$ cat src/logic/lcd_config.svh
`ifndef LCD_CONFIG_SVH
`define LCD_CONFIG_SVH

// panel timing, all counts in clk cycles

// wait after reset or re-init before the first byte
`define LCD_POWERUP_CYCLES 500

// e low with rs/data stable before the pulse
`define LCD_E_SETUP_CYCLES 1

// e high width
`define LCD_E_HIGH_CYCLES 13

// start to done for an ordinary command
`define LCD_CMD_CYCLES 50

// start to done for clear display and return home
`define LCD_CLEAR_CYCLES 200

// command queue entries, power of two
`define LCD_FIFO_DEPTH 8

`endif

$ cat src/logic/lcd_cmd_pkg.sv
`default_nettype none

package lcd_cmd_pkg;

	// one byte for the panel bus
	typedef struct packed {
		logic rs; // 0 instruction, 1 character
		logic [7:0] data;
	} lcd_cmd_t;

	// power-up init steps, in issue order
	typedef enum logic [1:0] {
		FUNCTION_SET,
		DISPLAY_CTRL,
		CLEAR,
		ENTRY_MODE
	} lcd_op_e;

	// display configuration, msb first
	typedef struct packed {
		logic lines;      // 1 = two lines
		logic font;       // 1 = 5x10 dots
		logic display_on;
		logic cursor;
		logic blink;
		logic inc_dec;    // 1 = address increments
		logic shift;      // shift display on write
	} lcd_cfg_t;

	typedef enum logic [2:0] {
		POWER_UP,
		INIT,
		IDLE,
		ISSUE,
		WAIT
	} seq_state_e;

endpackage

`default_nettype wire

$ cat src/logic/wb_regs_pkg.sv
`default_nettype none

package wb_regs_pkg;

	// word addresses on the Wishbone side
	typedef enum logic [1:0] {
		CFG    = 2'd0, // read/write, restarts init
		CMD    = 2'd1, // write only, instruction byte
		DATA   = 2'd2, // write only, character byte
		STATUS = 2'd3  // read only
	} reg_addr_e;

	// STATUS read layout, bits 6:0
	typedef struct packed {
		logic init_done;
		logic busy;
		logic fifo_full;
		logic [3:0] fifo_count;
	} status_t;

endpackage

`default_nettype wire

$ cat src/logic/wb_lcd_regs.sv
`timescale 1ns/1ps
`default_nettype none

`include "lcd_config.svh"

module wb_lcd_regs (
	input wire clk,
	input wire reset,
	input wire cyc,
	input wire stb,
	input wire we,
	input wire [1:0] adr,
	input wire [31:0] dat_w,
	output logic [31:0] dat_r,
	output logic ack,
	output logic push,
	output lcd_cmd_pkg::lcd_cmd_t push_cmd,
	input wire full,
	input wire [$clog2(`LCD_FIFO_DEPTH):0] fifo_count,
	output lcd_cmd_pkg::lcd_cfg_t cfg,
	output logic reinit,
	input wire init_done,
	input wire busy
);

	// two lines, display on, cursor moves right
	localparam lcd_cmd_pkg::lcd_cfg_t CFG_RESET = '{
		lines: 1'b1, font: 1'b0, display_on: 1'b1, cursor: 1'b0,
		blink: 1'b0, inc_dec: 1'b1, shift: 1'b0
	};

	wb_regs_pkg::reg_addr_e addr;
	wb_regs_pkg::status_t status;
	logic req;      // new cycle, not yet acked
	logic queue_wr; // CMD or DATA write
	logic cfg_wr;

	assign addr = wb_regs_pkg::reg_addr_e'(adr);
	assign req = cyc && stb && !ack;
	assign queue_wr = we && (addr == wb_regs_pkg::CMD || addr == wb_regs_pkg::DATA);
	assign cfg_wr = we && addr == wb_regs_pkg::CFG;

	always_comb begin
		status.init_done = init_done;
		status.busy = busy;
		status.fifo_full = full;
		status.fifo_count = fifo_count;
	end

	always_ff @(posedge clk) begin
		if (reset) begin
			ack <= 1'b0;
			push <= 1'b0;
			reinit <= 1'b0;
			cfg <= CFG_RESET;
		end else begin
			ack <= req && (!queue_wr || !full); // hold off while queue full
			push <= req && queue_wr && !full;
			reinit <= req && cfg_wr;
			if (req && cfg_wr)
				cfg <= lcd_cmd_pkg::lcd_cfg_t'(dat_w[6:0]);
		end
	end

	// read data and queue payload
	always_ff @(posedge clk) begin
		if (req) begin
			push_cmd.rs <= (addr == wb_regs_pkg::DATA);
			push_cmd.data <= dat_w[7:0];
			case (addr)
				wb_regs_pkg::CFG: dat_r <= {25'd0, cfg};
				wb_regs_pkg::STATUS: dat_r <= {25'd0, status};
				default: dat_r <= 32'd0; // write-only targets read as zero
			endcase
		end
	end

endmodule

`default_nettype wire

$ cat src/logic/lcd_cmd_fifo.sv
`timescale 1ns/1ps
`default_nettype none

`include "lcd_config.svh"

module lcd_cmd_fifo (
	input wire clk,
	input wire reset,
	input wire flush,
	input wire push,
	input wire lcd_cmd_pkg::lcd_cmd_t push_cmd,
	output logic full,
	output logic [$clog2(`LCD_FIFO_DEPTH):0] count,
	output logic empty,
	input wire pop,
	output lcd_cmd_pkg::lcd_cmd_t pop_cmd
);

	localparam int AW = $clog2(`LCD_FIFO_DEPTH);

	lcd_cmd_pkg::lcd_cmd_t mem [`LCD_FIFO_DEPTH];
	logic [AW-1:0] wr_ptr;
	logic [AW-1:0] rd_ptr;
	logic do_push;
	logic do_pop;

	assign do_push = push && !full;
	assign do_pop = pop && !empty;

	assign full = (count == (AW + 1)'(`LCD_FIFO_DEPTH));
	assign empty = (count == '0);
	assign pop_cmd = mem[rd_ptr]; // head shown while not empty

	always_ff @(posedge clk) begin
		if (reset || flush) begin
			wr_ptr <= '0;
			rd_ptr <= '0;
			count <= '0;
		end else begin
			if (do_push)
				wr_ptr <= wr_ptr + 1'b1; // wraps, depth is a power of two
			if (do_pop)
				rd_ptr <= rd_ptr + 1'b1;
			if (do_push && !do_pop)
				count <= count + 1'b1;
			else if (do_pop && !do_push)
				count <= count - 1'b1;
		end
	end

	always_ff @(posedge clk) begin
		if (do_push)
			mem[wr_ptr] <= push_cmd;
	end

endmodule

`default_nettype wire

$ cat src/logic/lcd_sequencer.sv
`timescale 1ns/1ps
`default_nettype none

`include "lcd_config.svh"

module lcd_sequencer (
	input wire clk,
	input wire reset,
	input wire lcd_cmd_pkg::lcd_cfg_t cfg,
	input wire reinit,
	input wire empty,
	input wire lcd_cmd_pkg::lcd_cmd_t pop_cmd,
	output logic pop,
	output logic start,
	output lcd_cmd_pkg::lcd_cmd_t cmd,
	output logic long_wait,
	input wire done,
	output logic init_done,
	output logic busy
);

	localparam int PW = $clog2(`LCD_POWERUP_CYCLES);

	lcd_cmd_pkg::seq_state_e state;
	lcd_cmd_pkg::lcd_op_e step;
	logic [PW-1:0] pu_cnt;
	lcd_cmd_pkg::lcd_cmd_t init_cmd;

	// init bytes built from the current config
	always_comb begin
		init_cmd.rs = 1'b0;
		case (step)
			lcd_cmd_pkg::FUNCTION_SET:
				init_cmd.data = {4'b0011, cfg.lines, cfg.font, 2'b00};
			lcd_cmd_pkg::DISPLAY_CTRL:
				init_cmd.data = {5'b00001, cfg.display_on, cfg.cursor, cfg.blink};
			lcd_cmd_pkg::CLEAR:
				init_cmd.data = 8'b0000_0001;
			default:
				init_cmd.data = {6'b000001, cfg.inc_dec, cfg.shift};
		endcase
	end

	assign start = (state == lcd_cmd_pkg::INIT) || (state == lcd_cmd_pkg::ISSUE);
	assign pop = (state == lcd_cmd_pkg::ISSUE); // head leaves with its start
	assign cmd = (state == lcd_cmd_pkg::INIT) ? init_cmd : pop_cmd;

	// clear is 0000_0001, return home is 0000_001x
	assign long_wait = !cmd.rs && cmd.data[7:2] == 6'd0 && cmd.data[1:0] != 2'd0;

	assign busy = (state != lcd_cmd_pkg::IDLE) || !empty;

	always_ff @(posedge clk) begin
		if (reset || reinit) begin
			state <= lcd_cmd_pkg::POWER_UP;
			step <= lcd_cmd_pkg::FUNCTION_SET;
			pu_cnt <= '0;
			init_done <= 1'b0;
		end else begin
			case (state)
				lcd_cmd_pkg::POWER_UP: begin
					if (pu_cnt == PW'(`LCD_POWERUP_CYCLES - 1))
						state <= lcd_cmd_pkg::INIT;
					else
						pu_cnt <= pu_cnt + 1'b1;
				end
				lcd_cmd_pkg::INIT: begin
					state <= lcd_cmd_pkg::WAIT;
				end
				lcd_cmd_pkg::IDLE: begin
					if (!empty)
						state <= lcd_cmd_pkg::ISSUE;
				end
				lcd_cmd_pkg::ISSUE: begin
					state <= lcd_cmd_pkg::WAIT;
				end
				lcd_cmd_pkg::WAIT: begin
					if (done) begin
						if (!init_done && step != lcd_cmd_pkg::ENTRY_MODE) begin
							step <= lcd_cmd_pkg::lcd_op_e'(step + 2'd1); // next init byte
							state <= lcd_cmd_pkg::INIT;
						end else begin
							init_done <= 1'b1;
							// back to back when more is queued
							state <= empty ? lcd_cmd_pkg::IDLE : lcd_cmd_pkg::ISSUE;
						end
					end
				end
				default: begin
					state <= lcd_cmd_pkg::POWER_UP;
				end
			endcase
		end
	end

endmodule

`default_nettype wire

$ cat src/logic/lcd_bus_timer.sv
`timescale 1ns/1ps
`default_nettype none

`include "lcd_config.svh"

module lcd_bus_timer (
	input wire clk,
	input wire reset,
	input wire start,
	input wire lcd_cmd_pkg::lcd_cmd_t cmd,
	input wire long_wait,
	output logic done,
	output logic e,
	output logic rs,
	output logic [7:0] data
);

	localparam int CW = $clog2(`LCD_CLEAR_CYCLES + 1);

	logic running;
	logic [CW-1:0] cnt;      // cycles since start, 1 on the first
	logic [CW-1:0] cnt_next;
	logic [CW-1:0] last_cnt; // total for this command
	logic pulse_on;

	assign cnt_next = running ? cnt + 1'b1 : {{(CW - 1){1'b0}}, 1'b1};

	// e high after setup, for the high width
	assign pulse_on = cnt_next > CW'(`LCD_E_SETUP_CYCLES) &&
		cnt_next <= CW'(`LCD_E_SETUP_CYCLES + `LCD_E_HIGH_CYCLES);

	always_ff @(posedge clk) begin
		if (reset) begin
			running <= 1'b0;
			cnt <= '0;
			done <= 1'b0;
			e <= 1'b0;
			rs <= 1'b0;
			data <= 8'd0;
		end else if (!running) begin
			done <= 1'b0;
			if (start) begin
				running <= 1'b1;
				cnt <= cnt_next;
				e <= pulse_on;
				rs <= cmd.rs;
				data <= cmd.data;
			end
		end else if (cnt == last_cnt) begin
			// settle time over, release the bus
			running <= 1'b0;
			cnt <= '0;
			done <= 1'b0;
			e <= 1'b0;
			rs <= 1'b0;
			data <= 8'd0;
		end else begin
			cnt <= cnt_next;
			e <= pulse_on;
			done <= (cnt_next == last_cnt); // high on the last cycle
		end
	end

	// start ignored while running
	always_ff @(posedge clk) begin
		if (start && !running)
			last_cnt <= long_wait ? CW'(`LCD_CLEAR_CYCLES) : CW'(`LCD_CMD_CYCLES);
	end

endmodule

`default_nettype wire

$ cat src/logic/lcd_ctrl_top.sv
`timescale 1ns/1ps
`default_nettype none

`include "lcd_config.svh"

module lcd_ctrl_top (
	input wire clk,
	input wire reset,
	input wire cyc,
	input wire stb,
	input wire we,
	input wire [1:0] adr,
	input wire [31:0] dat_w,
	output logic [31:0] dat_r,
	output logic ack,
	output logic e,
	output logic rs,
	output logic [7:0] data
);

	lcd_cmd_pkg::lcd_cmd_t push_cmd;
	lcd_cmd_pkg::lcd_cmd_t pop_cmd;
	lcd_cmd_pkg::lcd_cmd_t cmd;
	lcd_cmd_pkg::lcd_cfg_t cfg;
	logic [$clog2(`LCD_FIFO_DEPTH):0] fifo_count;
	logic push;
	logic full;
	logic empty;
	logic pop;
	logic reinit; // also flushes the queue
	logic init_done;
	logic busy;
	logic start;
	logic long_wait;
	logic done;

	wb_lcd_regs i_regs (
		.clk(clk), .reset(reset), .cyc(cyc), .stb(stb), .we(we), .adr(adr),
		.dat_w(dat_w), .dat_r(dat_r), .ack(ack), .push(push), .push_cmd(push_cmd),
		.full(full), .fifo_count(fifo_count), .cfg(cfg), .reinit(reinit),
		.init_done(init_done), .busy(busy)
	);

	lcd_cmd_fifo i_fifo (
		.clk(clk), .reset(reset), .flush(reinit), .push(push), .push_cmd(push_cmd),
		.full(full), .count(fifo_count), .empty(empty), .pop(pop), .pop_cmd(pop_cmd)
	);

	lcd_sequencer i_seq (
		.clk(clk), .reset(reset), .cfg(cfg), .reinit(reinit), .empty(empty),
		.pop_cmd(pop_cmd), .pop(pop), .start(start), .cmd(cmd), .long_wait(long_wait),
		.done(done), .init_done(init_done), .busy(busy)
	);

	lcd_bus_timer i_timer (
		.clk(clk), .reset(reset), .start(start), .cmd(cmd), .long_wait(long_wait),
		.done(done), .e(e), .rs(rs), .data(data)
	);

endmodule

`default_nettype wire

$ cat config.mk
export PLATFORM = sky130hd
export DESIGN_NAME = lcd_ctrl_top
export DESIGN_NICKNAME = d
export VERILOG_FILES = /design/src/logic/lcd_cmd_pkg.sv /design/src/logic/wb_regs_pkg.sv /design/src/logic/wb_lcd_regs.sv /design/src/logic/lcd_cmd_fifo.sv /design/src/logic/lcd_sequencer.sv /design/src/logic/lcd_bus_timer.sv /design/src/logic/lcd_ctrl_top.sv
export VERILOG_INCLUDE_DIRS = /design/src /design/src/logic
export SDC_FILE = /design/constraint.sdc
export NUM_CORES = 1
export LEC_CHECK = 0
export ABC_AREA = 1
export BUFFER_PORTS_ARGS = -buffer_cell sky130_fd_sc_hd__buf_2
export CAP_MARGIN = 30
export CELL_PAD_IN_SITES_DETAIL_PLACEMENT = 1
export CELL_PAD_IN_SITES_GLOBAL_PLACEMENT = 1
export CORE_MARGIN = 2
export CORE_UTILIZATION = 46
export CTS_BUF_LIST = sky130_fd_sc_hd__clkbuf_4 sky130_fd_sc_hd__clkbuf_8
export DETAILED_ROUTE_END_ITERATION = 16
export PLACE_DENSITY = 0.85
export SLEW_MARGIN = 20
export SYNTH_ARGS = -nofsm -noshare
export SYNTH_HDL_FRONTEND = slang
export SYNTH_SLANG_ARGS = --single-unit
$ cat constraint.sdc
create_clock -name clk -period 2.5 [get_ports clk]
set_clock_uncertainty 0.1 [all_clocks]
set_input_delay 0.375 -clock clk [delete_from_list [all_inputs] [get_ports clk]]
set_output_delay 0.375 -clock clk [all_outputs]
set_load 0.02 [all_outputs]
# Word-level counts from Yosys, hierarchy flattened

Memories as Yosys holds them, arrays and structs flattened. A register that Yosys moved wholly into a read port is not among the register bits.
Index checks and enable logic that the tools add are counted.

Output and inout bits: 43
Memories: 1
Latch bits: 0
Flip-flop bits (word level): 104
RAM bits: 72
Memory bits (read-only): 0

Memories:

| name       | words | width | rd ports | clocked after Yosys merged registers in | wr ports | line               | RTL |
|---|---|---|---|---|---|---|---|
| i_fifo.mem | 8     | 9     | 1        | 1                                       | 1        | lcd_cmd_fifo.sv:21 | `` lcd_cmd_pkg::lcd_cmd_t mem [`LCD_FIFO_DEPTH]; `` |

Add/subtract/negate cells: 7
Equal/unequal tests: 19
Bitwise logic cells: 3
Divide/modulo/power cells: 0
Magnitude comparators: 2
Shift operators: 0
Reduce and logical (&&, ||, !) cells: 46
Multiplexer cells: 32
Multiply operators: 0

Operators by type and width:

| kind                                                                             | count |
|---|---|
| 8-bit two-way mux                                                                | 8 |
| 3-bit two-way mux                                                                | 6 |
| 6-bit one-hot mux with 3 select lines                                            | 1 |
| 1-bit logical AND                                                                | 17 |
| 8-bit equality test                                                              | 2 |
| 7-bit one-hot mux with 2 select lines                                            | 1 |
| 1-bit two-way mux                                                                | 12 |
| 3-bit one-hot mux with 4 select lines                                            | 1 |
| 9-bit by 1-bit adder with 9-bit output (second input constant)                   | 1 |
| 9-bit equality test (second input constant)                                      | 1 |
| 1-bit zero test                                                                  | 9 |
| 9-bit two-way mux                                                                | 1 |
| 3-bit AND reduction                                                              | 3 |
| 8-bit by 1-bit adder with 8-bit output (second input constant)                   | 1 |
| 8-bit by 1-bit greater-than comparator with 1-bit output (second input constant) | 1 |
| 8-bit by 4-bit <= comparator with 1-bit output (second input constant)           | 1 |
| 4-bit two-way mux                                                                | 2 |
| 3-bit by 1-bit adder with 3-bit output (second input constant)                   | 2 |
| 2-bit equality test (second input constant)                                      | 3 |
| 3-bit by 2-bit equality test with 1-bit output (second input constant)           | 2 |
| 6-bit zero test                                                                  | 1 |
| 2-bit inequality test (second input constant)                                    | 3 |
| 2-bit nonzero test                                                               | 3 |
| 1-bit logical OR                                                                 | 5 |
| other kinds (16)                                                                 | 22 |

# Longest topological paths before layout

Depth after elaboration: 7
Mapped depth: 13
Depth with buffers taken out: 13

# Modules after synthesis

From an unflattened synthesis, not the netlist that was laid out.

Cells, all modules: 816
Area, all modules: 7,126.8 um^2

By module, submodules not included:

| module        | area each (um^2) | cells each | instances |
|---|---|---|---|
| lcd_cmd_fifo  | 3,603.5          | 338        | 1 |
| wb_lcd_regs   | 1,256.2          | 123        | 1 |
| lcd_bus_timer | 1,141.1          | 171        | 1 |
| lcd_sequencer | 1,126.1          | 184        | 1 |

# Worst setup path before layout

No wires, ideal clock.

Kind: register to register
Start: register i_fifo.count[0]
End: register i_fifo.count[3]
Slack: 335 ps
Period minus slack after synthesis: 2,165 ps
Cell stages (with the launch flop): 14
Required time: 2,278 ps
Path buffers: 0
Data arrival time: 1,943 ps
Path through: dfxtp_1 -> nor2_1 -> nand3_1 -> nand2_1 -> inv_1 -> ha_1 -> inv_1 -> ha_1 -> a21oi_1 -> nand2_1 -> a21oi_1 -> o21ai_0 -> o21ai_0 -> a21oi_1

Cells in the longest elaborated chain, start to end: 6
Elaborated cells between the ends (all ways): 15

RTL lines:

| what                                | line               | RTL |
|---|---|---|
| start, declared                     | lcd_cmd_fifo.sv:13 | `` output logic [$clog2(`LCD_FIFO_DEPTH):0] count, `` |
| start signal, assigned              | lcd_cmd_fifo.sv:45 | `count <= count + 1'b1;` |
| start signal, assigned              | lcd_cmd_fifo.sv:47 | `count <= count - 1'b1;` |
| 4-bit equality test (*)             | lcd_cmd_fifo.sv:30 | `` assign full = (count == (AW + 1)'(`LCD_FIFO_DEPTH)); `` |
| 1-bit zero test (*)                 | lcd_cmd_fifo.sv:27 | `assign do_push = push && !full;` |
| 1-bit logical AND (*)               | lcd_cmd_fifo.sv:27 |  |
| via i_fifo.do_push                  | lcd_cmd_fifo.sv:24 | `logic do_push;` |
| 1-bit zero test                     | lcd_cmd_fifo.sv:46 | `else if (do_pop && !do_push)` |
| 1-bit logical AND                   | lcd_cmd_fifo.sv:46 |  |
| 2-bit nonzero test (no source line) | --                 |  |

Mark *: on every way through the listed nets, which the timed path passes. The rest lies on a longest branch. The select of a mux whose other input is x is not followed.
A chain may end at the register's enable or synchronous reset.

# Worst setup path after layout

Start: register i_fifo.count[2]
End: register i_fifo.count[3]

Cells in the longest elaborated chain, start to end: 6
Elaborated cells between the ends (all ways): 15

RTL lines:

| what |
|---|
| parallel branches: the longest is 6 deep, another holds 4-bit by 1-bit subtractor with 4-bit output |

Parallel ways; which one is timed is not known. The select of a mux whose other input is x is not followed.

==> qor.yml <==
run_status:
  status: "completed"
cells_and_area:
  drive_gt1_share_pct: 13.5
  layout.cells.non_filler: 1023
  num_antenna_cells: 0
  area_growth_pct: 13.2
  layout.nets: 881
clock_tree:
  postCtsSetupRepairBufs: 0
  cts-root-buf: "clkbuf_8"
  numClockSinks: 148
  cts_tree: "yes"
  clkTransAtPathRegs_ns: 0.08
  cts_buffers: 17
  clock_latency_ns: 0.48
  htreeDepth: 4
  clock_path_buffers: 2
sta:
  clock.fmax_mhz: 429
  maxSlewHeadroom_pct: 59.2
  setup_viol: 0
  rsz0062_at_grt: "false"
  tns_ns: 0
  max_slew.worst_pin.slew_ns: 0.611
  drv_slew: 0
  fin_crit_sh_pct: 93.2
  hold_viol: 0
  period_needed_ns: 2.33
routing:
  wl_mm: 19.3
  drc: 0
  wl_per_cell_um: 18.9
  drt_iter0_markers: 444
  firstDrtPassIters: 4
  antenna_left: 0
  avgViaCountPerCell: 5.45
  vias: 5579
power:
  netSwitchingPower_mw: 1.24
  power_frac_clock_pct: 45.2
  sw_frac_of_total_pct: 22.6
  p_seq_share_pct: 48.8
  peakVddDrop_v: 0.000385
  power.density_nw_per_um2: 704
  leakage_nw: 3.24
  p_comb_share_pct: 6.0
  p_int_mw: 4.24
placement:
  dp_hpwl_mm: 13.0
  gp_congestion: 0.836
  dpl.cell_count: 986
  port_buffers: 32
grt:
  grt_max_degree: 34
  antenna_found_initial: 0
  grtUsageTotal_pct: 25.3
  first_global_vias: 6040
  gr-total-overflow: 0
  grt_pass1_wl_mm: 31.2
setup_path:
  worst-endpoint-arrival_ns: 2.59
  path_common_cell: "a21oi_1"
  crit_family: "compound AO/OA/AOI/OAI gates"
  crit_fanout: 5
  worstSetupPathType: "flip-flop to flip-flop"
  start_kind: "flip-flop"
  cpPeakStageDelay_ns: 0.41
  critPathBufInv: 2
  cpMaxStageDelayCell: "dfxtp_1"
  critPathCaptureType: "flip-flop"
  crit_chain: "inv_1, nand3_1, nand3_2, ha_1, inv_2, ha_4, a21oi_2, nand2_1, a21oi_1, o21ai_0, o21ai_1, a21oi_1"
  worstPathRequired_ns: 2.76
yosys:
  synth_top_cell_area_share_pct: 39.3
  ys_ff_latch: 148
  yosysTopAreaCell: "edfxtp_1"
  avgSynthCellArea_um2: 8.88
  synth_edf_count: 90
  yosysWarnings: 0
  synthArstFlopShare_pct: 0
  synth_commonest_cells: "nand2_1 (200), edfxtp_1 (90), nand3_1 (89)"
  syn_area_um2: 6890
  synth_cell_type_count: 35
  synth_top_flop_cell: "edfxtp_1"
  synth_cells: 775
  synthTopCellsByArea: "edfxtp_1 (39%), dfxtp_1 (17%), nand2_1 (11%)"
  synth.most_common_cell: "nand2_1"
  seq_area_frac_synth_pct: 56.1
hold_path:
  holdCritPathClass: "input port to flip-flop"
die:
  die_area_um2: 16000
  die_w_um: 126
  io_pins: 82
  die_h_um: 126
  rows: 44
  core_um2: 14600
  start_util_pct: 47.2
flow_run:
  maxCapViolCount: 0
-- metrics by stage --
stage | power [mW] | util [%] | worst slack [ns] | cell area, um^2 | hold slack [ns]
floorplan | 2.97 | - | 0.335 | 6980 | 0.333
global placement | 3.02 | 49.2 | 0.180 | 7170 | 0.358
detailed placement | 3.04 | 49.2 | 0.0446 | 7170 | 0.375
CTS | 5.50 | 53.2 | 0.00616 | 7760 | 0.00666
global route | 5.65 | 53.4 | 0.0129 | 7790 | 0.00159
finish | 5.48 | 53.4 | 0.170 | 7790 | 0.0226
-- logic make-up after synthesis --
family | after synthesis | share of synthesized area (%)
DFF | 148 | 56.1
other | 1 | 0.0545
adders and majority gates | 16 | 3.02
AOI/OAI and AO/OA | 86 | 6.51
and+or+nand+nor | 383 | 24.1
xor gates and xnor gates | 5 | 0.636
buffers and inverters | 136 | 9.61
-- registers in the layout (all words and copies together), names as in the netlist, named ones only --
signal            flops
i_timer.rs            1
i_timer.done          1
i_fifo.rd_ptr         3
i_regs.cfg            7
i_fifo.mem           72
i_seq.state           3
i_timer.running       1
i_regs.push           1
i_timer.cnt           8
i_seq.pu_cnt          9
i_fifo.count          4
i_regs.push_cmd       9
i_regs.ack            1
i_timer.e             1
i_regs.reinit         1
i_seq.step            2
i_timer.data          8
i_timer.last_cnt      2
i_regs.dat_r          7
i_seq.init_done       1
i_fifo.wr_ptr         3
-- routing by layer --
metal	GRT usage [%]	wire length, um	vias up
li1	-	-	2609
met3	5.44	955	35
met2	44.8	9900	189
met4	11.0	512	0
met5	0	0	-
met1	29.5	7940	2746
-- what timing repair did --
action / in CTS / in global routing
pin swaps: 0 / 1
cloned: 0 / 0
endpoints found under the hold margin: 5 / 0
hold buffers: 5 / 0
gates resized for setup: 2 / 8
setup endpoints to repair: 1 / 1
-- area by class of cell --
class	instances	area, um^2
inverters	89	334
well taps	184	230
fillers	1667	6800
flip-flops and latches	148	3870
repair buffers	55	345
clock buffers	19	255
clock inverters	13	277
multi-input cells	515	2480
-- power groups by stage --
stage / combinational (mW) / clock (mW) / sequential, mW
final: 0.331 / 2.48 / 2.67
after global routing: 0.369 / 2.59 / 2.68
after CTS: 0.325 / 2.50 / 2.67
after detailed placement: 0.313 / 0 / 2.73
after global placement: 0.298 / 0 / 2.72
after floorplan: 0.242 / 0 / 2.73
-- cells in the final DEF, fill, tap and decap left out, drive strengths merged, types with 3 or more instances in the layout --
cell / netlist / layout
buf: 42 / 50
clkinv: 2 / 4
dfxtp: 58 / 58
conb: 1 / 25
edfxtp: 90 / 90
nand2: 207 / 207
dlygate4sd3: 0 / 5
ha: 15 / 15
nor2: 65 / 65
nor3: 4 / 4
o21ai: 27 / 27
nand3: 96 / 96
bufinv: 0 / 8
xor2: 3 / 3
clkbuf: 5 / 19
nand4: 8 / 8
o22ai: 5 / 5
inv: 87 / 88
a21oi: 51 / 51
-- final timing paths --
path,start,endpoint,slack (ns),cells after the start
setup / recovery,i_fifo.count[2],i_fifo.count[3],0.17,12
hold reg to reg,i_timer.e,i_timer.e,0.38,2
setup reg to reg,i_fifo.count[2],i_fifo.count[3],0.17,12
hold / removal,dat_w[3],i_regs.push_cmd[3],0.02,1
No activity file was read; power rests on OpenSTA's default activity.
